### src/logic/core_pkg.sv
package core_pkg;

  localparam int XLEN            = 64;
  localparam int ILEN            = 32;
  localparam int NUM_REGS        = 32;
  localparam int INST_BYTES      = 4;
  localparam int SLOTS_PER_BLOCK = 16;  // 64-byte block of 4-byte instructions

  typedef logic [XLEN-1:0]             word_t;
  typedef logic [ILEN-1:0]             inst_t;
  typedef logic [$clog2(NUM_REGS)-1:0] reg_idx_t;
  typedef logic [6:0]                  opcode_t;
  typedef logic [2:0]                  funct3_t;
  typedef logic [5:0]                  shamt_t;  // rv64 shifts take 6 bits

  // major opcodes handled by the execute unit
  localparam opcode_t OPC_OP_IMM = 7'b0010011;
  localparam opcode_t OPC_OP     = 7'b0110011;
  localparam opcode_t OPC_LUI    = 7'b0110111;
  localparam opcode_t OPC_AUIPC  = 7'b0010111;

  // funct3 encodings shared by OP and OP-IMM
  localparam funct3_t F3_ADD  = 3'b000;  // add, sub, addi
  localparam funct3_t F3_SLL  = 3'b001;
  localparam funct3_t F3_SLT  = 3'b010;
  localparam funct3_t F3_SLTU = 3'b011;
  localparam funct3_t F3_XOR  = 3'b100;
  localparam funct3_t F3_SR   = 3'b101;  // srl / sra picked by bit 30
  localparam funct3_t F3_OR   = 3'b110;
  localparam funct3_t F3_AND  = 3'b111;

  localparam reg_idx_t REG_SP = 5'd2;  // stack pointer, x2

  typedef enum logic [3:0] {
    alu_add,
    alu_sub,
    alu_sll,
    alu_slt,
    alu_sltu,
    alu_xor,
    alu_srl,
    alu_sra,
    alu_or,
    alu_and,
    alu_pass_b,  // lui
    alu_none     // unsupported, retires without a write
  } alu_op_t;

endpackage

### src/logic/bus_pkg.sv
package bus_pkg;

  localparam int BUS_DATA_BITS = 64;
  localparam int REQ_NUM_BITS  = 12;
  localparam int BLOCK_BEATS   = 8;
  localparam int BLOCK_BITS    = BLOCK_BEATS * BUS_DATA_BITS;  // 64 bytes

  typedef logic [BUS_DATA_BITS-1:0] bus_data_t;  // address rides the same lines
  typedef logic [REQ_NUM_BITS-1:0]  req_num_t;
  typedef logic [REQ_NUM_BITS:0]    bus_tag_t;   // {read bit, request number}
  typedef logic [BLOCK_BITS-1:0]    block_t;     // beat 0 in the low bits

  // upper tag bit marks a read request
  localparam logic TAG_READ = 1'b1;

endpackage

### src/logic/fetch_unit.sv
`timescale 1ns/100ps

module fetch_unit
  import core_pkg::*;
  import bus_pkg::*;
#(
  parameter int QUEUE_DEPTH = 32
) (
  input  logic                       clk,
  input  logic                       reset,
  input  word_t                      entry,
  output logic                       blk_start,
  output word_t                      blk_addr,
  input  logic                       blk_done,
  input  block_t                     blk_data,
  input  logic [$clog2(QUEUE_DEPTH):0] free_count,
  output logic                       push,
  output inst_t                      push_inst,
  output word_t                      push_pc
);

  localparam int SLOT_BITS   = $clog2(SLOTS_PER_BLOCK);
  localparam int BYTE_BITS   = $clog2(INST_BYTES);
  localparam int OFF_BITS    = SLOT_BITS + BYTE_BITS;
  localparam int BLOCK_BYTES = SLOTS_PER_BLOCK * INST_BYTES;

  typedef enum logic [1:0] {wait_space, wait_block, emit} state_t;

  state_t               state;
  word_t                pc;
  block_t               blk_q;
  logic [SLOT_BITS-1:0] slot;
  logic                 room;

  // a whole block must fit before we ask for one
  assign room = (free_count >= SLOTS_PER_BLOCK);

  assign blk_addr  = {pc[XLEN-1:OFF_BITS], {OFF_BITS{1'b0}}};
  assign push      = (state == emit);
  assign push_inst = blk_q[slot*ILEN +: ILEN];
  assign push_pc   = {pc[XLEN-1:OFF_BITS], slot, {BYTE_BITS{1'b0}}};

  always_ff @(posedge clk) begin
    if (reset) begin
      state     <= wait_space;
      pc        <= entry;
      blk_start <= 1'b0;
      slot      <= '0;
    end else begin
      blk_start <= 1'b0;
      case (state)
        wait_space: begin
          if (room) begin
            blk_start <= 1'b1;
            state     <= wait_block;
          end
        end
        wait_block: begin
          if (blk_done) begin
            slot  <= pc[OFF_BITS-1:BYTE_BITS];  // start mid-block after a jump in entry
            state <= emit;
          end
        end
        default: begin
          slot <= slot + 1'b1;
          if (slot == SLOT_BITS'(SLOTS_PER_BLOCK - 1)) begin
            state <= wait_space;
            pc    <= blk_addr + BLOCK_BYTES;  // next sequential block
          end
        end
      endcase
    end
  end

  always_ff @(posedge clk) begin
    if (state == wait_block && blk_done) blk_q <= blk_data;
  end

endmodule

### config.mk
export PLATFORM = sky130hd
export DESIGN_NAME = fetch_unit
export DESIGN_NICKNAME = d
export VERILOG_FILES = /design/src/logic/core_pkg.sv /design/src/logic/bus_pkg.sv /design/src/logic/fetch_unit.sv
export SDC_FILE = /design/constraint.sdc
export NUM_CORES = 1
export LEC_CHECK = 0
export ABC_AREA = 1
export BUFFER_PORTS_ARGS = -buffer_cell sky130_fd_sc_hd__buf_2
export CORE_AREA = 2 2 289 291
export DETAILED_ROUTE_END_ITERATION = 7
export DIE_AREA = 0 0 291 293
export GPL_TIMING_DRIVEN = 1
export PLACE_DENSITY = 0.63
export SYNTH_ARGS = -nofsm -noshare
export SYNTH_HDL_FRONTEND = slang
export SYNTH_SLANG_ARGS = --single-unit
### constraint.sdc
create_clock -name clk -period 44.1 [get_ports clk]
set_input_delay 6.615 -clock clk [delete_from_list [all_inputs] [get_ports clk]]
set_output_delay 6.615 -clock clk [all_outputs]
set_load 0.01 [all_outputs]
==> results.toml, run 1 <==
[global_route]
grt_max_degree = 188
grt_pass1_vias = 18700
antenna_found_initial = 48
grt_usage_pct = 19.7
gr-total-overflow = 0
grt_pass1_wl_um = 123000

[yosys]
synth.distinct_cells = 35
synth_seq_area_share_pct = 68.5
ys_seq_elements = 581
synth_area_leaders = "edfxtp_1 68%, nor2_1 5.6%, o21ai_0 5.4%, nand2_1 4.2%, buf_4 3.8%"
synth_top_area_share_pct = 68.0
synth.cell_area_um2 = 25400
netlist_instances = 2146
syn_area_per_cell_um2 = 11.8
yosys.area.top_type = "edfxtp_1"
ys_warn_count = 0

[place]
hpwl_um = 61300
gp_congestion = 0.903
placed_area_um2 = 29000
placedCellCount = 3735
port_buffers = 732

[clock_tree]
cts_buffer_depth = 3
post_cts_buffers = 0
h-tree-depth = 3
cts_buffers = 68
clkSlewWorstSetupHoldPaths_ns = 0.05
ctsRootBufferMaster = "clkbuf_16"
hold_buffers = 0
clock_sinks = 581
cts_resized = 0
insertion_delay_ns = 0.65
cts_tree = "built"

[drt]
routed_wirelength_um = 86900
vias = 19200
remaining_drc_errors = 0
via_per_inst = 4.95
wl_per_cell_um = 22.4
drtIter0Drc = 1577
firstDrtPassIters = 6
ant_nets = 0

[floorplan]
start_util_pct = 31.0
die-area_um2 = 85300
rows = 105
chipHeight_um = 293
core_um2 = 81800
die_w_um = 291
boundaryPins = 747

[cells_and_area]
fin_cells = 3885
layout.nets = 3322
postLayoutCellArea_um2 = 31400
multi_input_area_um2 = 6270
seqCellArea_um2 = 17400
drive_above_1_share_pct = 31.9
syn_to_final_growth_pct = 24.0
fill_cells = 7980

[power]
ir_worst_vdd_uv = 33.8
p_sw_mw = 0.454
internal_power_mw = 1.08
cellLeakagePower_nw = 11.9
swShare_pct = 29.6
totalPowerFinal_mw = 1.54
clockPowerShare_pct = 37.9
combPwrFrac_pct = 17.3
seqPwrFrac_pct = 44.8
cellPowerDensity_nw_per_um2 = 48.9

[timing]
fmax_ghz = 0.0924
rsz0062_at_grt = "false"
worst_pin_slew_ns = 1.20
fin_skew_ns = 0.0592
holdWs_ns = 0.539
hold_viol = 0
fin_tns_setup_ns = 0
fin_crit_sh_pct = 24.5
relSlewSlack_pct = 20.1
period_minus_slack_ns = 10.82
setup_viol_count_final = 0
slew_viol_final = 0

[setup_path]
start_kind = "flop"
worstPathRequired_ns = 37.49
cp-end-kind = "output port"
criticalPathCategory = "reg -> out"
critical_path_arrival_ns = 4.21
crit_path_max_fanout = 74

[worst_hold_path]
hold_path_class = "reg -> reg"

[job]
cap_violations = 0

[outcome]
outcome = "complete, no violations"
==> per-layer routing <==
layer	share of wire, %	track usage (%)	vias to the layer above
li1	-	-	8841
met1	39	24.2	9186
met2	48	32.8	988
met3	8.2	4.74	200
met4	4.2	9.54	30
met5	0.20	0	-
==> flip-flops by register name, summed over array words and instances (netlist names) <==
signal / flops
blk_q: 512
pc: 62
slot: 4
state: 2
blk_start: 1
==> cells in the mapped netlist <==
master      n
a211oi_1    3
a21oi_1     6
a31oi_1     3
buf_1       4
buf_12      1
buf_2      24
buf_4     129
buf_6      15
clkbuf_1   58
clkbuf_2   11
clkinv_1    2
conb_1      1
dfxtp_1     7
edfxtp_1  574
ha_1        2
inv_1      44
inv_2       3
nand2_1   283
nand2_2     6
nand3_1    89
nand3b_1    3
nand4_1    11
nor2_1    379
nor2_2      5
nor2_4      6
nor3_1      1
o211ai_1   32
o21ai_0   276
o21ai_1    17
o21bai_1   14
o221ai_1   96
o22ai_1    16
or2_2       3
xnor2_1    10
xor2_1     12
==> cells in the final DEF, fill, tap and decap left out, drive strengths merged, types with 3 or more instances in the layout <==
| cell type | netlist | layout |
|---|---|---|
| or2 | 3 | 3 |
| nor2 | 390 | 390 |
| xor2 | 12 | 12 |
| nand2 | 289 | 289 |
| nand3 | 89 | 89 |
| o21ai | 293 | 293 |
| conb | 1 | 8 |
| diode | 0 | 28 |
| buf | 173 | 754 |
| edfxtp | 574 | 574 |
| o211ai | 32 | 32 |
| clkinv | 2 | 31 |
| a211oi | 3 | 3 |
| o21bai | 14 | 14 |
| a21oi | 6 | 6 |
| a31oi | 3 | 3 |
| bufinv | 0 | 8 |
| nand3b | 3 | 3 |
| o22ai | 16 | 16 |
| clkbuf | 69 | 78 |
| nand4 | 11 | 11 |
| xnor2 | 10 | 10 |
| inv | 47 | 52 |
| dfxtp | 7 | 7 |
| o221ai | 96 | 96 |
==> final timing paths <==
kind	startpoint	slack, ns	cells after the start	end
hold reg to reg	state[0]	0.54	2	state[0]
setup reg to reg	state[0]	39.32	8	blk_q[177]
setup / recovery	slot[0]	33.28	7	push_inst[25]
hold / removal	state[0]	0.54	2	state[0]
==> power groups by stage <==
stage          Combinational [mW]  Sequential [mW]  Clock [mW]
2_1_floorplan               0.165            0.728           0
3_3_place_gp                0.268            0.698           0
3_5_place_dp                0.271            0.699           0
4_1_cts                     0.272            0.687       0.595
5_1_grt                     0.294            0.691       0.617
6_report                    0.266            0.687       0.583
==> per-stage QoR <==
stage | setup slack [ns] | util [%]
2_1_floorplan | 15.01 | -
3_3_place_gp | 33.36 | 35.5
3_5_place_dp | 33.33 | 35.5
4_1_cts | 33.07 | 38.3
5_1_grt | 32.87 | 38.4
6_report | 33.28 | 38.4
==> critical path, stage by stage, from the launching register on <==
cell and delay (ns):
dfxtp_4 0.84, buf_4 0.73, buf_4 0.67, o21ai_0 0.19, o221ai_1 0.25, nand3_1 0.36
nand2_1 0.24, buf_2 0.17
==> area by class of cell <==
type / count / share of cell area [%]
multi-input combinational: 1281 / 20.0
clock inverter: 44 / 1.85
timing repair buffer: 754 / 12.2
inverter: 49 / 0.617
tap: 1070 / 4.26
clock buffer: 78 / 5.53
antenna: 28 / 0.223
sequential: 581 / 55.3
==> cells by family (layout without fill, tap and decap cells) <==
group	Yosys count	in the layout	share of synthesized area [%]
simple gates	786	786	12.5
flops	581	581	68.5
compound gates	463	463	11.1
buf+inv	291	925	6.90
xor+xnor	22	22	0.760
fa+ha+maj	2	2	0.0987
other cells	1	36	0.0148
(Power assumes the default switching activity.)
==> run 2: changes to the inputs <==
Clock period 44.1 ns to 10.5 ns, I/O delays scaled along.
==> results.toml, run 2 (same netlist as run 1, synthesis figures left out) <==
[outcome]
outcome = "complete, no violations"

[floorplan]
boundaryPins = 747
chipHeight_um = 293
core_um2 = 81800
start_util_pct = 31.0
die-area_um2 = 85300
die_w_um = 291
rows = 105

[place]
hpwl_um = 60600
port_buffers = 732
placed_area_um2 = 29100
gp_congestion = 0.886

[cells_and_area]
layout.nets = 3317
reg_top3 = "blk_q: 512 flops, pc: 62 flops, slot: 4 flops"
post-route-util_pct = 38.3
postLayoutCellArea_um2 = 31300
largest-register = "blk_q"
final_common_cell = "buf_2"
final_cell_mix = "732 x buf_2, 574 x edfxtp_1, 378 x nor2_1"
syn_to_final_growth_pct = 23.5
drive_above_1_share_pct = 31.6
largest_reg_flops = 512

[setup_path]
crit_chain = "inv_4 -> buf_4 -> o21ai_0 -> o22ai_1 -> o211ai_1 -> nand2_1 -> buf_2"
cp-end-kind = "output port"
critical_path_arrival_ns = 3.81
r2r_cells = 5
worstPathRequired_ns = 8.93
criticalPathCategory = "reg -> out"
cpPeakStageDelay_ns = 0.80
worstReg2RegEnd = "pc[63]"
cpMaxStageDelayCell = "buf_4"
start_kind = "flop"
r2r_start = "slot[1]"
path_buf_inv = 3
r2r_slack_ns = 7.02
crit_path_max_fanout = 78
path_delay_family = "buffers and inverters"
crit_start = "slot[1]"

[timing]
period_minus_slack_ns = 5.38
relSlewSlack_pct = 24.2
hold_viol = 0
slew_viol_final = 0
fin_crit_sh_pct = 51.3
fin_tns_setup_ns = 0
setup_viol_count_final = 0
fmax_ghz = 0.186
worst_pin_slew_ns = 1.14
fin_skew_ns = 0.0392
rsz0062_at_grt = "false"

[clock_tree]
cts_tree = "built"
clock_sinks = 581
clkSlewWorstSetupHoldPaths_ns = 0.06
insertion_delay_ns = 0.62
cts_buffer_depth = 3
hold_buffers = 0
post_cts_buffers = 0
cts_resized = 0
cts_buffers = 66
ctsRootBufferMaster = "clkbuf_16"
h-tree-depth = 3

[power]
cellLeakagePower_nw = 11.8
swShare_pct = 29.5
cellPowerDensity_nw_per_um2 = 202
internal_power_mw = 4.47
clockPowerShare_pct = 36.8
p_sw_mw = 1.87
combPwrFrac_pct = 17.4
ir_worst_vdd_uv = 165
seqPwrFrac_pct = 45.7

[drt]
remaining_drc_errors = 0
via_per_inst = 4.93
vias = 19100
routed_wirelength_um = 86300
firstDrtPassIters = 6
ant_nets = 0
drtIter0Drc = 1417
wl_per_cell_um = 22.3

[global_route]
grt_pass1_wl_um = 122000
antenna_found_initial = 42
grtUsageMet3_pct = 5.28
grt_pass1_vias = 18400
gr-usage-met1_pct = 23.7
grt_usage_pct = 19.5
gr-total-overflow = 0
grt_max_degree = 163
met2_usage_pct = 33.3
grt.busiest_layer = "met2"

[worst_hold_path]
whs_path_depth = 2
hp-start = "state[0]"
hold_path_class = "reg -> reg"
hold-path-endpoint = "state[0]"

[job]
cap_violations = 0
-- run 2: changes by cell type in the layout (fill, tap and decap cells not counted), moves of 2 or more --
| cell | previous run | this run |
|---|---|---|
| buf_12 | 1 | 4 |
| clkbuf_1 | 10 | 8 |
| clkinv_1 | 11 | 14 |
| bufinv_16 | 8 | 6 |
| inv_16 | 2 | 0 |
| clkinv_2 | 14 | 12 |
| buf_4 | 21 | 15 |
-- run 2: final cells by class --
class,count,area (um^2)
diodes,28,70.1
clock buffers,75,1710
clock inverters,41,487
fillers,7974,50500
inverters,49,194
multi-input cells,1281,6270
flip-flops and latches,581,17400
well taps,1070,1340
repair buffers,751,3860
-- run 2: routing by layer --
layer  vias up  routed length [um]
met5         -                 213
li1       8843                   -
met2       918               42200
met4        34                2570
met3       167                7110
met1      9157               34200
-- run 2: how the worst max path moves through the flow --
stage / to / cells after the start
CTS: push_inst[10] / 7
floorplan: blk_q[0] / 2
finish: push_inst[10] / 7
detailed placement: push_inst[10] / 7
global route: push_inst[25] / 7
global placement: push_inst[25] / 7
-- run 2: worst reg2reg max path, cell delays in order, from the launching register on --
cell and delay, ns:
dfxtp_4 0.72, buf_4 0.74, ha_1 0.38, nand3_1 0.16
o21ai_4 0.36, buf_4 0.69
-- run 2: power groups by stage --
stage	Clock [mW]	Sequential [mW]	Combinational (mW)
4_1_cts	2.38	2.90	1.12
5_1_grt	2.47	2.91	1.21
3_3_place_gp	0	2.94	1.11
3_5_place_dp	0	2.95	1.12
6_report	2.33	2.90	1.11
2_1_floorplan	0	2.93	0.692
-- run 2: through the flow --
stage               hold WS [ns]  power [mW]  instances  worst slack (ns)
floorplan                  0.499        3.63       2153             0.882
global placement           0.517        4.05       3732              5.65
detailed placement         0.526        4.07       3732              5.61
CTS                        0.533        6.40       3848              4.91
global route               0.574        6.60       3864              4.81
finish                     0.538        6.34       3876              5.12
==> run 3: changes to the inputs <==
Settings changed: PLACE_DENSITY 0.63 to 0.65.
Clock period 10.5 ns to 4.85 ns, I/O delays scaled along.
==> results.toml, run 3 (same netlist as run 1, synthesis figures left out) <==
[cells_and_area]
largest_reg_flops = 512
fill_cells = 7928
largest-register = "blk_q"
final_cell_mix = "732 x buf_2, 574 x edfxtp_1, 377 x nor2_1"
fin_cells = 3889
reg_top3 = "blk_q: 512 flops, pc: 62 flops, slot: 4 flops"
syn_to_final_growth_pct = 23.9
drive_above_1_share_pct = 32.1
final_common_cell = "buf_2"
layout.nets = 3336

[timing]
setup_viol_count_final = 0
period_minus_slack_ns = 3.98
fin_crit_sh_pct = 82.0
fin_tns_setup_ns = 0
slew_viol_final = 0
worst_pin_slew_ns = 1.08
rsz0062_at_grt = "false"
fmax_ghz = 0.251
fin_skew_ns = 0.0231
hold_viol = 0
timing.final.ws_setup_ns = 0.872
relSlewSlack_pct = 28.0

[place]
hpwl_um = 62400
placedCellCount = 3751
dpl_worst_slack_ns = 1.36
port_buffers = 732
gp_congestion = 0.939

[power]
combPwrFrac_pct = 18.6
cellLeakagePower_nw = 11.9
totalPowerFinal_mw = 13.6
p_sw_mw = 4.02
swShare_pct = 29.5
cellPowerDensity_nw_per_um2 = 434
clockPowerShare_pct = 35.7
seqPwrFrac_pct = 45.7
internal_power_mw = 9.61
ir_worst_vdd_uv = 346

[clock_tree]
hold_buffers = 0
clkSlewWorstSetupHoldPaths_ns = 0.07
ctsRootBufferMaster = "clkbuf_16"
cts_tree = "built"
clock_sinks = 581
cts_buffers = 66
cts_resized = 0
insertion_delay_ns = 0.61
h-tree-depth = 3
post_cts_buffers = 0
cts_buffer_depth = 3

[floorplan]
chipHeight_um = 293
start_util_pct = 31.0
core_um2 = 81800
die-area_um2 = 85300
boundaryPins = 747
die_w_um = 291
rows = 105

[setup_path]
r2r_cells = 5
worstReg2RegEnd = "pc[43]"
path_buf_inv = 3
crit_chain = "inv_8 -> buf_12 -> o21ai_0 -> o221ai_1 -> nand3_1 -> nand2_1 -> buf_2"
cpMaxStageDelayCell = "inv_8"
start_kind = "flop"
critical_path_arrival_ns = 3.25
cp-end-kind = "output port"
cpPeakStageDelay_ns = 0.54
criticalPathCategory = "reg -> out"
worstPathRequired_ns = 4.12
r2r_start = "slot[1]"
path_delay_family = "buffers and inverters"
r2r_slack_ns = 2.08
crit_path_max_fanout = 127

[global_route]
grt_pass1_wl_um = 123000
gr-total-overflow = 0
grt_usage_pct = 19.7
grt_pass1_vias = 18900
antenna_found_initial = 40
grt_max_degree = 172

[worst_hold_path]
hold-path-endpoint = "blk_q[501]"
hold_path_class = "in -> reg"
hp-start = "blk_data[501]"
whs_path_depth = 1

[drt]
routed_wirelength_um = 86300
ant_nets = 0
wl_per_cell_um = 22.2
vias = 19300
drtIter0Drc = 1637
remaining_drc_errors = 0
firstDrtPassIters = 5
via_per_inst = 4.95

[outcome]
outcome = "complete, no violations"

[job]
cap_violations = 0
==> run 3: final cells by class <==
cell class / instances / area (um^2) / area share [%]
multi-input combinational: 1281 / 6280 / 20.0
clock buffer: 77 / 1690 / 5.39
inverter: 49 / 206 / 0.657
clock inverter: 35 / 379 / 1.21
sequential: 581 / 17400 / 55.4
antenna: 26 / 65.1 / 0.207
tap: 1070 / 1340 / 4.26
timing repair buffer: 770 / 4050 / 12.9
==> run 3: power by group through the flow <==
stage	logic [mW]	registers [mW]	clock network, mW
2_1_floorplan	1.50	6.35	0
3_3_place_gp	2.52	6.32	0
3_5_place_dp	2.55	6.33	0
4_1_cts	2.56	6.23	4.99
5_1_grt	2.77	6.26	5.20
6_report	2.53	6.23	4.87
==> run 3: through the flow <==
| stage | utilization [%] | area, um^2 | hold slack (ns) |
|---|---|---|---|
| final | 38.4 | 31400 | 0.292 |
| after global routing | 38.3 | 31400 | 0.242 |
| after CTS | 38.3 | 31300 | 0.240 |
| after detailed placement | 35.8 | 29300 | 0.539 |
| after global placement | 35.8 | 29300 | 0.518 |
| after floorplan | - | 25400 | 0.499 |
==> run 3: per-layer routing <==
metal  wire [um]  GRT usage (%)  share of wire [%]
met1       32400           24.0                 38
met2       40800           32.2                 47
met3        8830           5.39                 10
met4        4050           9.73                4.7
met5         202              0               0.23
==> run 3: how the worst max path moves through the flow <==
stage                     cells after the start  slack [ns]     start      endpoint
after CTS                                     7        0.70   slot[0]  push_inst[0]
after global routing                          7        0.62   slot[0]  push_inst[0]
after floorplan                               2       -3.88  blk_done      blk_q[0]
final                                         7        0.87   slot[0]  push_inst[0]
after detailed placement                      7        1.36   slot[0]  push_inst[0]
after global placement                        7        1.42   slot[0]  push_inst[0]
==> run 3: worst reg2reg max path: stages, from the launching register on <==
cell and delay, ns:
dfxtp_4 0.49, buf_12 0.28, ha_1 0.27, nand3_1 0.18, o21ai_4 0.80, buf_4 0.42
