**src/logic/core_pkg.sv**
```systemverilog
package core_pkg;

  localparam int XLEN            = 64;
  localparam int ILEN            = 32;
  localparam int NUM_REGS        = 32;
  localparam int INST_BYTES      = 4;
  localparam int SLOTS_PER_BLOCK = 16;  // 64-byte block of 4-byte instructions

  typedef logic [XLEN-1:0]             word_t;
  typedef logic [ILEN-1:0]             inst_t;
  typedef logic [$clog2(NUM_REGS)-1:0] reg_idx_t;
  typedef logic [6:0]                  opcode_t;
  typedef logic [2:0]                  funct3_t;
  typedef logic [5:0]                  shamt_t;  // rv64 shifts take 6 bits

  // major opcodes handled by the execute unit
  localparam opcode_t OPC_OP_IMM = 7'b0010011;
  localparam opcode_t OPC_OP     = 7'b0110011;
  localparam opcode_t OPC_LUI    = 7'b0110111;
  localparam opcode_t OPC_AUIPC  = 7'b0010111;

  // funct3 encodings shared by OP and OP-IMM
  localparam funct3_t F3_ADD  = 3'b000;  // add, sub, addi
  localparam funct3_t F3_SLL  = 3'b001;
  localparam funct3_t F3_SLT  = 3'b010;
  localparam funct3_t F3_SLTU = 3'b011;
  localparam funct3_t F3_XOR  = 3'b100;
  localparam funct3_t F3_SR   = 3'b101;  // srl / sra picked by bit 30
  localparam funct3_t F3_OR   = 3'b110;
  localparam funct3_t F3_AND  = 3'b111;

  localparam reg_idx_t REG_SP = 5'd2;  // stack pointer, x2

  typedef enum logic [3:0] {
    alu_add,
    alu_sub,
    alu_sll,
    alu_slt,
    alu_sltu,
    alu_xor,
    alu_srl,
    alu_sra,
    alu_or,
    alu_and,
    alu_pass_b,  // lui
    alu_none     // unsupported, retires without a write
  } alu_op_t;

endpackage

```
**src/logic/bus_pkg.sv**
```systemverilog
package bus_pkg;

  localparam int BUS_DATA_BITS = 64;
  localparam int REQ_NUM_BITS  = 12;
  localparam int BLOCK_BEATS   = 8;
  localparam int BLOCK_BITS    = BLOCK_BEATS * BUS_DATA_BITS;  // 64 bytes

  typedef logic [BUS_DATA_BITS-1:0] bus_data_t;  // address rides the same lines
  typedef logic [REQ_NUM_BITS-1:0]  req_num_t;
  typedef logic [REQ_NUM_BITS:0]    bus_tag_t;   // {read bit, request number}
  typedef logic [BLOCK_BITS-1:0]    block_t;     // beat 0 in the low bits

  // upper tag bit marks a read request
  localparam logic TAG_READ = 1'b1;

endpackage

```
**src/logic/mem_ctrl.sv**
```systemverilog
`timescale 1ns/100ps

module mem_ctrl
  import core_pkg::*;
  import bus_pkg::*;
(
  input  logic      clk,
  input  logic      reset,
  input  logic      blk_start,
  input  word_t     blk_addr,
  output logic      blk_done,
  output block_t    blk_data,
  output logic      bus_reqcyc,
  output logic      bus_respack,
  output bus_data_t bus_req,
  output bus_tag_t  bus_reqtag,
  input  logic      bus_respcyc,
  input  logic      bus_reqack,
  input  bus_data_t bus_resp,
  input  bus_tag_t  bus_resptag
);

  localparam int BEAT_BITS = $clog2(BLOCK_BEATS);

  typedef enum logic [1:0] {idle, request, collect, done} state_t;

  state_t               state;
  req_num_t             req_num;
  logic [BEAT_BITS-1:0] beat_cnt;
  bus_data_t            addr_q;
  bus_tag_t             cur_tag;
  logic                 beat_ok;

  assign cur_tag = {TAG_READ, req_num};
  // only beats carrying our outstanding tag are taken
  assign beat_ok = (state == collect) && bus_respcyc && (bus_resptag == cur_tag);

  assign bus_reqcyc  = (state == request);  // held until acked
  assign bus_req     = addr_q;
  assign bus_reqtag  = cur_tag;
  assign bus_respack = beat_ok;
  assign blk_done    = (state == done);

  always_ff @(posedge clk) begin
    if (reset) begin
      state    <= idle;
      req_num  <= '0;
      beat_cnt <= '0;
    end else begin
      case (state)
        idle: begin
          if (blk_start) begin
            state   <= request;
            req_num <= req_num + 1'b1;  // fresh tag per read
          end
        end
        request: begin
          if (bus_reqack) begin
            state    <= collect;
            beat_cnt <= '0;
          end
        end
        collect: begin
          if (beat_ok) begin
            beat_cnt <= beat_cnt + 1'b1;
            if (beat_cnt == BEAT_BITS'(BLOCK_BEATS - 1)) state <= done;
          end
        end
        default: state <= idle;  // done lasts one cycle
      endcase
    end
  end

  always_ff @(posedge clk) begin
    if (state == idle && blk_start) addr_q <= blk_addr;
    if (beat_ok) blk_data[beat_cnt*BUS_DATA_BITS +: BUS_DATA_BITS] <= bus_resp;
  end

endmodule

```
**config.mk**
```make
export PLATFORM = sky130hd
export DESIGN_NAME = mem_ctrl
export DESIGN_NICKNAME = d
export VERILOG_FILES = /design/src/logic/core_pkg.sv /design/src/logic/bus_pkg.sv /design/src/logic/mem_ctrl.sv
export SDC_FILE = /design/constraint.sdc
export NUM_CORES = 1
export LEC_CHECK = 0
export ABC_AREA = 1
export BUFFER_PORTS_ARGS = -buffer_cell sky130_fd_sc_hd__buf_2
export CAP_MARGIN = 20
export CELL_PAD_IN_SITES_DETAIL_PLACEMENT = 0
export CELL_PAD_IN_SITES_GLOBAL_PLACEMENT = 1
export CORE_AREA = 5 5 287 289
export CTS_CLUSTER_DIAMETER = 60
export CTS_CLUSTER_SIZE = 28
export DETAILED_ROUTE_END_ITERATION = 10
export DIE_AREA = 0 0 292 294
export MAX_ROUTING_LAYER = met4
export PLACE_DENSITY_LB_ADDON = 0.1
export SLEW_MARGIN = 0
export SYNTH_ARGS = -nofsm -noshare
export SYNTH_HDL_FRONTEND = slang
export SYNTH_SLANG_ARGS = --single-unit
export TNS_END_PERCENT = 10
```
**constraint.sdc**
```tcl
create_clock -name clk -period 5.9 [get_ports clk]
set_clock_uncertainty 0.15 [all_clocks]
set_input_delay 0.885 -clock clk [delete_from_list [all_inputs] [get_ports clk]]
set_output_delay 0.885 -clock clk [all_outputs]
set_load 0.01 [all_outputs]
```
==> impl_metrics.py, run 1 <==
metrics = {
    "synth": {
        "synth_top_area_cell": "edfxtp_1",
        "synth_seq_cells": 593,
        "avgSynthCellArea_um2": 13.2,
        "synthTopCellsByArea": "edfxtp_1, nor2_1, nand3_1",
        "mappedNetlistArea_mm2": 0.0221,
        "synth-edff-count": 576,
        "synthArstFlopShare": 0,
        "ys.flop_type": "edfxtp_1",
        "yosys.cell_types.count": 23,
        "syn_nets": 1826,
        "ys_warn_count": 0,
        "yosysSeqAreaShare": 0.797,
        "netlist_instances": 1671,
        "synth_top_area_frac": 0.782,
    },
    "power": {
        "pwr_density_cell_mw_per_mm2": 406,
        "ir_worst_vdd_v": 0.000782,
        "total_leakage_power_nw": 11.9,
    },
    "min_path": {
        "holdPathStages": 1,
        "min_from": "blk_addr[40]",
        "hp-class": "in2reg",
        "hold_path_end": "bus_req[40]",
    },
    "cts": {
        "cts_buffer_depth": 3,
        "cts_buffers": 52,
        "clockRootBuffer": "clkbuf_16",
        "hold_buffers": 0,
        "worstSkewPairLatency_ns": 0.61,
        "cts_num_sinks": 593,
        "htree_levels": 2,
        "clk_pin_slew_worst_paths_ns": 0.08,
        "cts-resized-gates": 0,
        "cts_tree": "done",
        "post_cts_buffers": 0,
    },
    "worst_setup_path": {
        "worstSetupStartpointType": "flop",
        "rrSetupSlack_ns": 2.20,
        "r2r-start": "state[0]",
        "r2r_end": "blk_data[122]",
        "worst-endpoint-arrival_ns": 2.73,
        "crit_type": "reg2out",
        "crit_required_ns": 4.87,
        "worst_setup_path_end_kind": "output port",
        "reg2reg_depth": 11,
        "crit_fanout": 7,
    },
    "floorplan": {
        "die_y_um": 294,
        "die-area_mm2": 0.0858,
        "core.rowCount": 104,
        "core_area_mm2": 0.0796,
        "start_util": 0.278,
        "die_w_um": 292,
        "ios": 738,
    },
    "global_routing": {
        "overflow": 0,
        "grt_pass1_vias": 16023,
        "grt_pass1_wl_mm": 135,
        "grt_usage": 0.231,
        "antenna_found_initial": 12,
        "grt_max_degree": 84,
    },
    "drt": {
        "wl_met2_mm": 49.7,
        "firstDrtPassIters": 5,
        "maxUsedRoutingLayer": "met4",
        "vias": 16060,
        "met3WireLength_mm": 7.24,
        "drtIter0Drc": 1308,
        "drtAntennaViolNets": 0,
        "viasPerCell": 4.59,
        "wl_per_cell_um": 28.8,
        "drc": 0,
        "drt-met1-wl_mm": 40.7,
        "totalWireLength_mm": 101,
    },
    "timing": {
        "finalHoldViolCount": 0,
        "fin_crit_ns": 3.76,
        "max_freq_ghz": 0.266,
        "fin_hold_ws_ns": 0.293,
        "slew_headroom": 0.315,
        "final.setup.tns_ns": 0,
        "tightest_slew_ns": 1.03,
        "finalCritPeriodShare": 0.638,
        "drv_slew": 0,
        "grt_setup_unrepaired": "false",
        "setup_viol": 0,
    },
    "place": {
        "hpwlAfterDp_mm": 70.7,
        "io_buffers": 736,
        "place_congestion": 0.858,
    },
    "job": {
        "cap_violations": 0,
    },
    "cells_and_area": {
        "nets": 2545,
        "final_cell_mix": "buf_2, edfxtp_1, nor2_1, nand2_1, nand3_1",
        "seqCellArea_mm2": 0.0176,
        "fill_cells": 8030,
        "layout_commonest_cell": "buf_2",
        "layout-drive-gt1-share": 0.359,
        "area_growth_pct": 30.3,
        "multi_input_area_mm2": 0.00374,
    },
    "outcome": {
        "status": "completed",
    },
}
[metal layers]
| metal | track usage | vias up |
|---|---|---|
| li1 | - | 7171 |
| met1 | 0.292 | 8071 |
| met3 | 0.0485 | 123 |
| met4 | 0.0672 | 0 |
| met2 | 0.380 | 695 |
| met5 | - | - |
[sequential cells by signal, indices dropped and copies added (netlist names)]
name / flops
bus_req: 64
beat_cnt: 3
blk_data: 512
req_num: 12
state: 2
[kinds of logic (layout without fill, tap and decap cells)]
group | Yosys count | count (layout) | synth area share
AND/OR/NAND/NOR | 830 | 830 | 0.153
flip-flops | 593 | 593 | 0.797
buffers and inverters | 213 | 973 | 0.0386
AO/OA/AOI/OAI | 23 | 23 | 0.00537
adder cells (fa/ha/maj) | 9 | 9 | 0.00509
XOR/XNOR | 2 | 2 | 0.000792
other | 1 | 11 | 0.000169
[worst max-delay path, cell delays in order (launching register included)]
cell and delay [ns]:
dfxtp_1 0.34, inv_1 0.09, ha_1 0.38, nand3_1 0.12, nor2_1 0.18, nand3_1 0.11
nor3_1 0.15, nand2_1 0.32, inv_1 0.19, buf_2 0.22
[worst max-delay path by stage]
stage | start | end | slack, ns | cells after the start
after floorplan | bus_resptag[10] | blk_data[320] | 0.93 | 7
after global placement | bus_resptag[10] | blk_data[65] | 1.84 | 9
after detailed placement | bus_resptag[10] | blk_data[70] | 1.85 | 9
after CTS | state[0] | bus_respack | 1.98 | 9
after global routing | state[0] | blk_data[127] | 1.78 | 11
final | state[0] | bus_respack | 2.14 | 9
[synth_stat cells, types with 4 or more instances]
| library cell | count |
|---|---|
| nand4_1 | 4 |
| dfxtp_1 | 17 |
| o21ai_0 | 8 |
| buf_4 | 4 |
| ha_1 | 9 |
| clkbuf_1 | 43 |
| nor2_1 | 484 |
| edfxtp_1 | 576 |
| nand2_1 | 142 |
| a21oi_1 | 13 |
| buf_2 | 32 |
| nand3_1 | 118 |
| buf_1 | 17 |
| nor3_1 | 78 |
| inv_1 | 114 |
[metrics by stage]
stage	area, um2	cells	total power [W]	util	setup slack (ns)
3_5_place_dp	27000	3396	0.00821	0.339	1.85
6_report	28800	3501	0.0117	0.362	2.14
2_1_floorplan	22100	1671	0.00694	-	0.927
3_3_place_gp	27000	3396	0.00819	0.339	1.84
5_1_grt	28800	3494	0.0122	0.362	1.78
4_1_cts	28800	3491	0.0118	0.362	1.98
[where the power goes]
group / leakage (nW) / internal, W / total [W] / switching, W
clock: 0.864 / 0.00187 / 0.00362 / 0.00175
sequential: 6.05 / 0.00487 / 0.00492 / 0.0000496
combinational: 4.99 / 0.000523 / 0.00315 / 0.00262
[layout make-up]
type,count,share of cell area
Antenna cell,10,0.000868
Clock buffer,59,0.0475
Clock inverter,36,0.0139
Inverter,117,0.0153
Multi-Input combinational cell,865,0.130
Sequential cell,593,0.612
Tap cell,1060,0.0460
Timing Repair Buffer,761,0.135
No activity file was read; power rests on OpenSTA's default activity.
==> inputs of run 2 (changes only) <==
--- a/config.mk
+++ b/config.mk
@@ -10,11 +10,11 @@
 export CAP_MARGIN = 20
 export CELL_PAD_IN_SITES_DETAIL_PLACEMENT = 0
 export CELL_PAD_IN_SITES_GLOBAL_PLACEMENT = 1
-export CORE_AREA = 5 5 287 289
+export CORE_AREA = 5 5 286 288
 export CTS_CLUSTER_DIAMETER = 60
 export CTS_CLUSTER_SIZE = 28
 export DETAILED_ROUTE_END_ITERATION = 10
-export DIE_AREA = 0 0 292 294
+export DIE_AREA = 0 0 291 293
 export MAX_ROUTING_LAYER = met4
 export PLACE_DENSITY_LB_ADDON = 0.1
 export SLEW_MARGIN = 0
==> constraint.sdc (replaced) <==
create_clock -name clk -period 3.2 [get_ports clk]
set_clock_uncertainty 0.15 [all_clocks]
set_input_delay 0.48 -clock clk [delete_from_list [all_inputs] [get_ports clk]]
set_output_delay 0.48 -clock clk [all_outputs]
set_load 0.01 [all_outputs]
==> run 2 against run 1 <==
- final cell count up 1.9%
- critical endpoint unchanged
- clock-buffer cell count down 3
- flip-flop and latch count unchanged
- sequential power up 85%
- clock power up 84%
- register-to-register slack worse by 1.9 ns
- die area down 0.68%
- worst setup slack worse by 2.0 ns
- sequential share of layout area down 2.1 points
- non-clock buffer count up 82
- hold slack worse by 0.14 ns
==> impl_metrics.py, run 2 (synthesis results as in run 1) <==
metrics = {
    "place": {
        "io_buffers": 736,
        "place_congestion": 0.845,
        "placed_cells": 3403,
        "placed_cell_area_mm2": 0.0274,
        "dp_slack_ns": 0.216,
        "hpwlAfterDp_mm": 73.4,
    },
    "drt": {
        "drtIter0Drc": 1667,
        "vias": 16515,
        "wl_per_cell_um": 28.8,
        "drtAntennaViolNets": 0,
        "viasPerCell": 4.63,
        "drc": 0,
        "totalWireLength_mm": 103,
        "firstDrtPassIters": 5,
    },
    "job": {
        "cap_violations": 0,
    },
    "cts": {
        "clockRootBuffer": "clkbuf_16",
        "cts_num_sinks": 593,
        "cts_tree": "done",
        "htree_levels": 2,
        "clk_pin_slew_worst_paths_ns": 0.07,
        "cts_buffers": 52,
        "worstSkewPairLatency_ns": 0.62,
        "cts_buffer_depth": 3,
    },
    "power": {
        "total_leakage_power_nw": 12.3,
        "p_total_w": 0.0220,
        "ir_worst_vdd_v": 0.00105,
        "pwr_density_cell_mw_per_mm2": 737,
    },
    "floorplan": {
        "die-area_mm2": 0.0853,
        "core.rowCount": 103,
        "start_util": 0.281,
        "die_w_um": 291,
        "core_area_mm2": 0.0786,
        "die_y_um": 293,
        "ios": 738,
    },
    "global_routing": {
        "grt_pass1_vias": 16484,
        "grt_usage": 0.237,
        "antenna_found_initial": 18,
        "grt_pass1_wl_mm": 138,
        "grt_max_degree": 109,
        "overflow": 0,
    },
    "worst_setup_path": {
        "startpoint": "state[0]",
        "path_cells": "inv_1 -> ha_1 -> nand3_1 -> nor2_1 -> nand3_1 -> nor3_1 -> nand2_2 -> inv_1 -> buf_2",
        "crit_type": "reg2out",
        "crit_buf_inv": 3,
        "worst_setup_path_end_kind": "output port",
        "crit_required_ns": 2.57,
        "r2r-start": "state[0]",
        "rrSetupSlack_ns": 0.28,
        "cpPeakStageDelay_ns": 0.34,
        "worstSetupStartpointType": "flop",
        "worst-endpoint-arrival_ns": 2.40,
        "path_delay_family": "simple AND/OR/NAND/NOR gates",
        "crit_fanout": 4,
        "slowest_stage": "dfxtp_1",
    },
    "timing": {
        "finalCritPeriodShare": 0.946,
        "max_freq_ghz": 0.330,
        "setup_slack_ns": 0.172,
        "setup_viol": 0,
        "finalHoldViolCount": 0,
        "slew_headroom": 0.258,
        "fin_crit_ns": 3.03,
        "grt_setup_unrepaired": "false",
        "final.setup.tns_ns": 0,
        "drv_slew": 0,
        "tightest_slew_ns": 1.11,
    },
    "cells_and_area": {
        "layout_commonest_cell": "buf_2",
        "area_growth_pct": 34.8,
        "nets": 2627,
        "largest_register_ffs": 512,
        "fill_cells": 7902,
        "instances_no_fill": 3567,
        "multi_input_area_mm2": 0.00375,
        "largest-register": "blk_data",
        "final_area_mm2": 0.0298,
        "final_cell_mix": "buf_2, edfxtp_1, nor2_1, nand2_1, nand3_1",
        "seqCellArea_mm2": 0.0176,
        "layout-drive-gt1-share": 0.355,
    },
    "min_path": {
        "hp-class": "in2reg",
        "min_from": "bus_resp[24]",
    },
    "outcome": {
        "status": "completed",
    },
}
## run 2: cell types whose count changed in the layout (fill, tap and decap cells not counted), sizes merged
| cell | previous run | this run |
|---|---|---|
| buf | 761 | 778 |
| dlygate4sd3 | 0 | 65 |
| bufinv | 3 | 2 |
| diode | 10 | 3 |
| clkbuf | 59 | 56 |
| inv | 129 | 134 |
| clkinvlp | 2 | 5 |
| clkinv | 19 | 16 |
## run 2: final cells by class
type / count / share of cell area
Clock buffer: 56 / 0.0448
Tap cell: 1050 / 0.0440
Multi-Input combinational cell: 865 / 0.126
Antenna cell: 3 / 0.000252
Timing Repair Buffer: 843 / 0.165
Clock inverter: 40 / 0.0145
Inverter: 117 / 0.0148
Sequential cell: 593 / 0.591
## run 2: what timing repair did
| item | 4_1_cts | 5_1_grt |
|---|---|---|
| endpoints found under the setup margin | 0 | 1 |
| resized for setup | 0 | 1 |
| setup buffers | 0 | 0 |
| hold buffers | 65 | 0 |
| hold endpoints to repair | 67 | 0 |
## run 2: per-layer routing
layer | track usage | share of wire
met1 | 0.299 | 0.40
met2 | 0.392 | 0.49
met3 | 0.0583 | 0.078
met4 | 0.0535 | 0.025
met5 | - | 0
## run 2: final timing paths
kind,endpoint,cells past startpoint
setup / recovery,bus_respack,9
hold reg to reg,req_num[8],2
setup reg to reg,blk_data[156],11
hold / removal,blk_data[152],3
## run 2: metrics by stage
step | hold WS (ns) | util
2_1_floorplan | 0.350 | -
3_5_place_dp | 0.372 | 0.349
3_3_place_gp | 0.361 | 0.349
5_1_grt | 0.113 | 0.379
4_1_cts | 0.0894 | 0.379
6_report | 0.149 | 0.379
## run 2: worst min-delay path: cells and delay by family
family	cells	cell delay, ns
buffers and inverters	1	0.10
AND/OR/NAND/NOR	2	0.20
## run 2: power by group
part / internal, W / switching [W]
logic: 0.00130 / 0.00493
registers: 0.00899 / 0.0000893
clock network: 0.00336 / 0.00330
==> inputs of run 3 (changes only) <==
--- a/config.mk
+++ b/config.mk
@@ -17,7 +17,6 @@
 export DIE_AREA = 0 0 291 293
 export MAX_ROUTING_LAYER = met4
 export PLACE_DENSITY_LB_ADDON = 0.1
-export SLEW_MARGIN = 0
 export SYNTH_ARGS = -nofsm -noshare
 export SYNTH_HDL_FRONTEND = slang
 export SYNTH_SLANG_ARGS = --single-unit
==> constraint.sdc (replaced) <==
create_clock -name clk -period 2.6 [get_ports clk]
set_clock_uncertainty 0.15 [all_clocks]
set_input_delay 0.39 -clock clk [delete_from_list [all_inputs] [get_ports clk]]
set_output_delay 0.39 -clock clk [all_outputs]
set_load 0.01 [all_outputs]
==> run 3 against run 2 <==
- flip-flop and latch count stayed put
- worst setup slack worse by 0.11 ns
- register-to-register slack worse by 0.10 ns
- largest cell class unchanged
==> impl_metrics.py, run 3 (synthesis results as in run 1) <==
metrics = {
    "min_path": {
        "hp-class": "in2reg",
        "hold_path_end": "blk_data[152]",
        "min_from": "bus_resp[24]",
        "holdPathStages": 3,
    },
    "global_routing": {
        "grt_pass1_wl_mm": 136,
        "antenna_found_initial": 12,
        "overflow": 0,
        "grt_usage": 0.234,
        "grt_max_degree": 65,
        "grt_pass1_vias": 16607,
    },
    "floorplan": {
        "core_area_mm2": 0.0786,
        "start_util": 0.281,
        "core.rowCount": 103,
        "ios": 738,
        "die_y_um": 293,
        "die-area_mm2": 0.0853,
        "die_w_um": 291,
    },
    "timing": {
        "fin_crit_ns": 2.54,
        "drv_slew": 0,
        "tightest_slew_ns": 0.815,
        "finalCritPeriodShare": 0.976,
        "setup_viol": 0,
        "slew_headroom": 0.457,
        "finalHoldViolCount": 0,
        "grt_setup_unrepaired": "true",
        "max_freq_ghz": 0.394,
    },
    "drt": {
        "firstDrtPassIters": 5,
        "totalWireLength_mm": 101,
        "drtAntennaViolNets": 0,
        "vias": 16496,
        "wl_per_cell_um": 28.2,
        "drtIter0Drc": 1514,
        "drc": 0,
        "viasPerCell": 4.59,
    },
    "worst_setup_path": {
        "r2r_end": "blk_data[192]",
        "reg2reg_depth": 8,
        "crit_type": "reg2out",
        "r2r-start": "beat_cnt[1]",
        "worst-endpoint-arrival_ns": 2.00,
        "worst_setup_path_end_kind": "output port",
        "rrSetupSlack_ns": 0.18,
        "crit_required_ns": 2.06,
        "crit_fanout": 3,
        "worstSetupStartpointType": "flop",
    },
    "cells_and_area": {
        "largest_register_ffs": 512,
        "multi_input_area_mm2": 0.00383,
        "utilization": 0.385,
        "fill_cells": 7756,
        "nets": 2651,
        "final_area_mm2": 0.0302,
        "layout-drive-gt1-share": 0.370,
        "largest-register": "blk_data",
        "seqCellArea_mm2": 0.0177,
        "area_growth_pct": 36.7,
        "final_cell_mix": "buf_2, edfxtp_1, nor2_1, nand2_1, nand3_1",
        "layout_commonest_cell": "buf_2",
    },
    "power": {
        "total_leakage_power_nw": 12.5,
        "ir_worst_vdd_v": 0.000876,
        "pwr_density_cell_mw_per_mm2": 896,
    },
    "cts": {
        "cts_num_sinks": 593,
        "clockRootBuffer": "clkbuf_16",
        "worstSkewPairLatency_ns": 0.60,
        "htree_levels": 2,
        "cts_buffer_depth": 3,
        "cts_buffers": 52,
        "clk_pin_slew_worst_paths_ns": 0.07,
        "cts_tree": "done",
    },
    "place": {
        "placed_cell_area_mm2": 0.0276,
        "io_buffers": 736,
        "hpwlAfterDp_mm": 73.1,
        "place_congestion": 0.838,
    },
    "outcome": {
        "status": "completed",
    },
    "job": {
        "cap_violations": 0,
    },
}
[run 3: layout make-up]
class	count	area share
clock buffer	57	0.0450
timing repair buffer	867	0.171
tap	1050	0.0434
clock inverter	39	0.0153
inverter	117	0.0148
sequential	593	0.584
antenna	3	0.000248
multi-input combinational	865	0.127
[run 3: worst max-delay path by stage]
stage	slack, ns	depth (start not counted)	start	end
after CTS	-0.002	9	state[0]	bus_respack
after global placement	-0.08	9	bus_resptag[10]	blk_data[223]
after detailed placement	-0.06	9	bus_resptag[10]	blk_data[223]
after global routing	-0.06	7	req_num[5]	bus_respack
after floorplan	-0.30	10	state[0]	blk_data[384]
final	0.06	9	state[0]	bus_respack
[run 3: critical path: stages, from the launching register on]
cell	delay [ns]
dfxtp_2	0.33
inv_2	0.07
ha_4	0.15
nand3_2	0.08
nor2_4	0.12
nand3_2	0.08
nor3_2	0.13
nand2_2	0.16
inv_4	0.13
buf_6	0.14
[run 3: routing by layer]
layer,wire (um),global-route usage,up-vias
met3,6760,0.0438,120
met5,0,-,-
met1,41600,0.300,8291
met2,50200,0.389,718
met4,2840,0.0556,0
li1,-,-,7367
[run 3: what timing repair did]
item,4_1_cts,5_1_grt
buffers inserted,5,3
endpoints found under the setup margin,40,65
gates resized for setup,17,4
pin swaps,9,2
endpoints found under the hold margin,67,0
cloned,0,2
hold buffers,65,0
[run 3: per-stage QoR]
| stage | power (W) | std cells | hold slack [ns] | setup WS, ns | TNS, ns |
|---|---|---|---|---|---|
| 5_1_grt | 0.0284 | 3588 | 0.0332 | -0.0589 | -0.0788 |
| 6_report | 0.0271 | 3591 | 0.0511 | 0.0612 | 0 |
| 4_1_cts | 0.0274 | 3583 | 0.0110 | -0.00155 | -0.00155 |
| 3_5_place_dp | 0.0189 | 3418 | 0.370 | -0.0649 | -3.35 |
| 2_1_floorplan | 0.0160 | 1671 | 0.319 | -0.296 | -139.75 |
| 3_3_place_gp | 0.0188 | 3418 | 0.350 | -0.0840 | -6.41 |
[run 3: where the power goes]
| group | total [W] | leakage, nW | switching [W] | internal [W] |
|---|---|---|---|---|
| sequential | 0.0112 | 6.06 | 0.000106 | 0.0111 |
| combinational | 0.00754 | 5.59 | 0.00600 | 0.00154 |
| clock | 0.00839 | 0.869 | 0.00382 | 0.00458 |
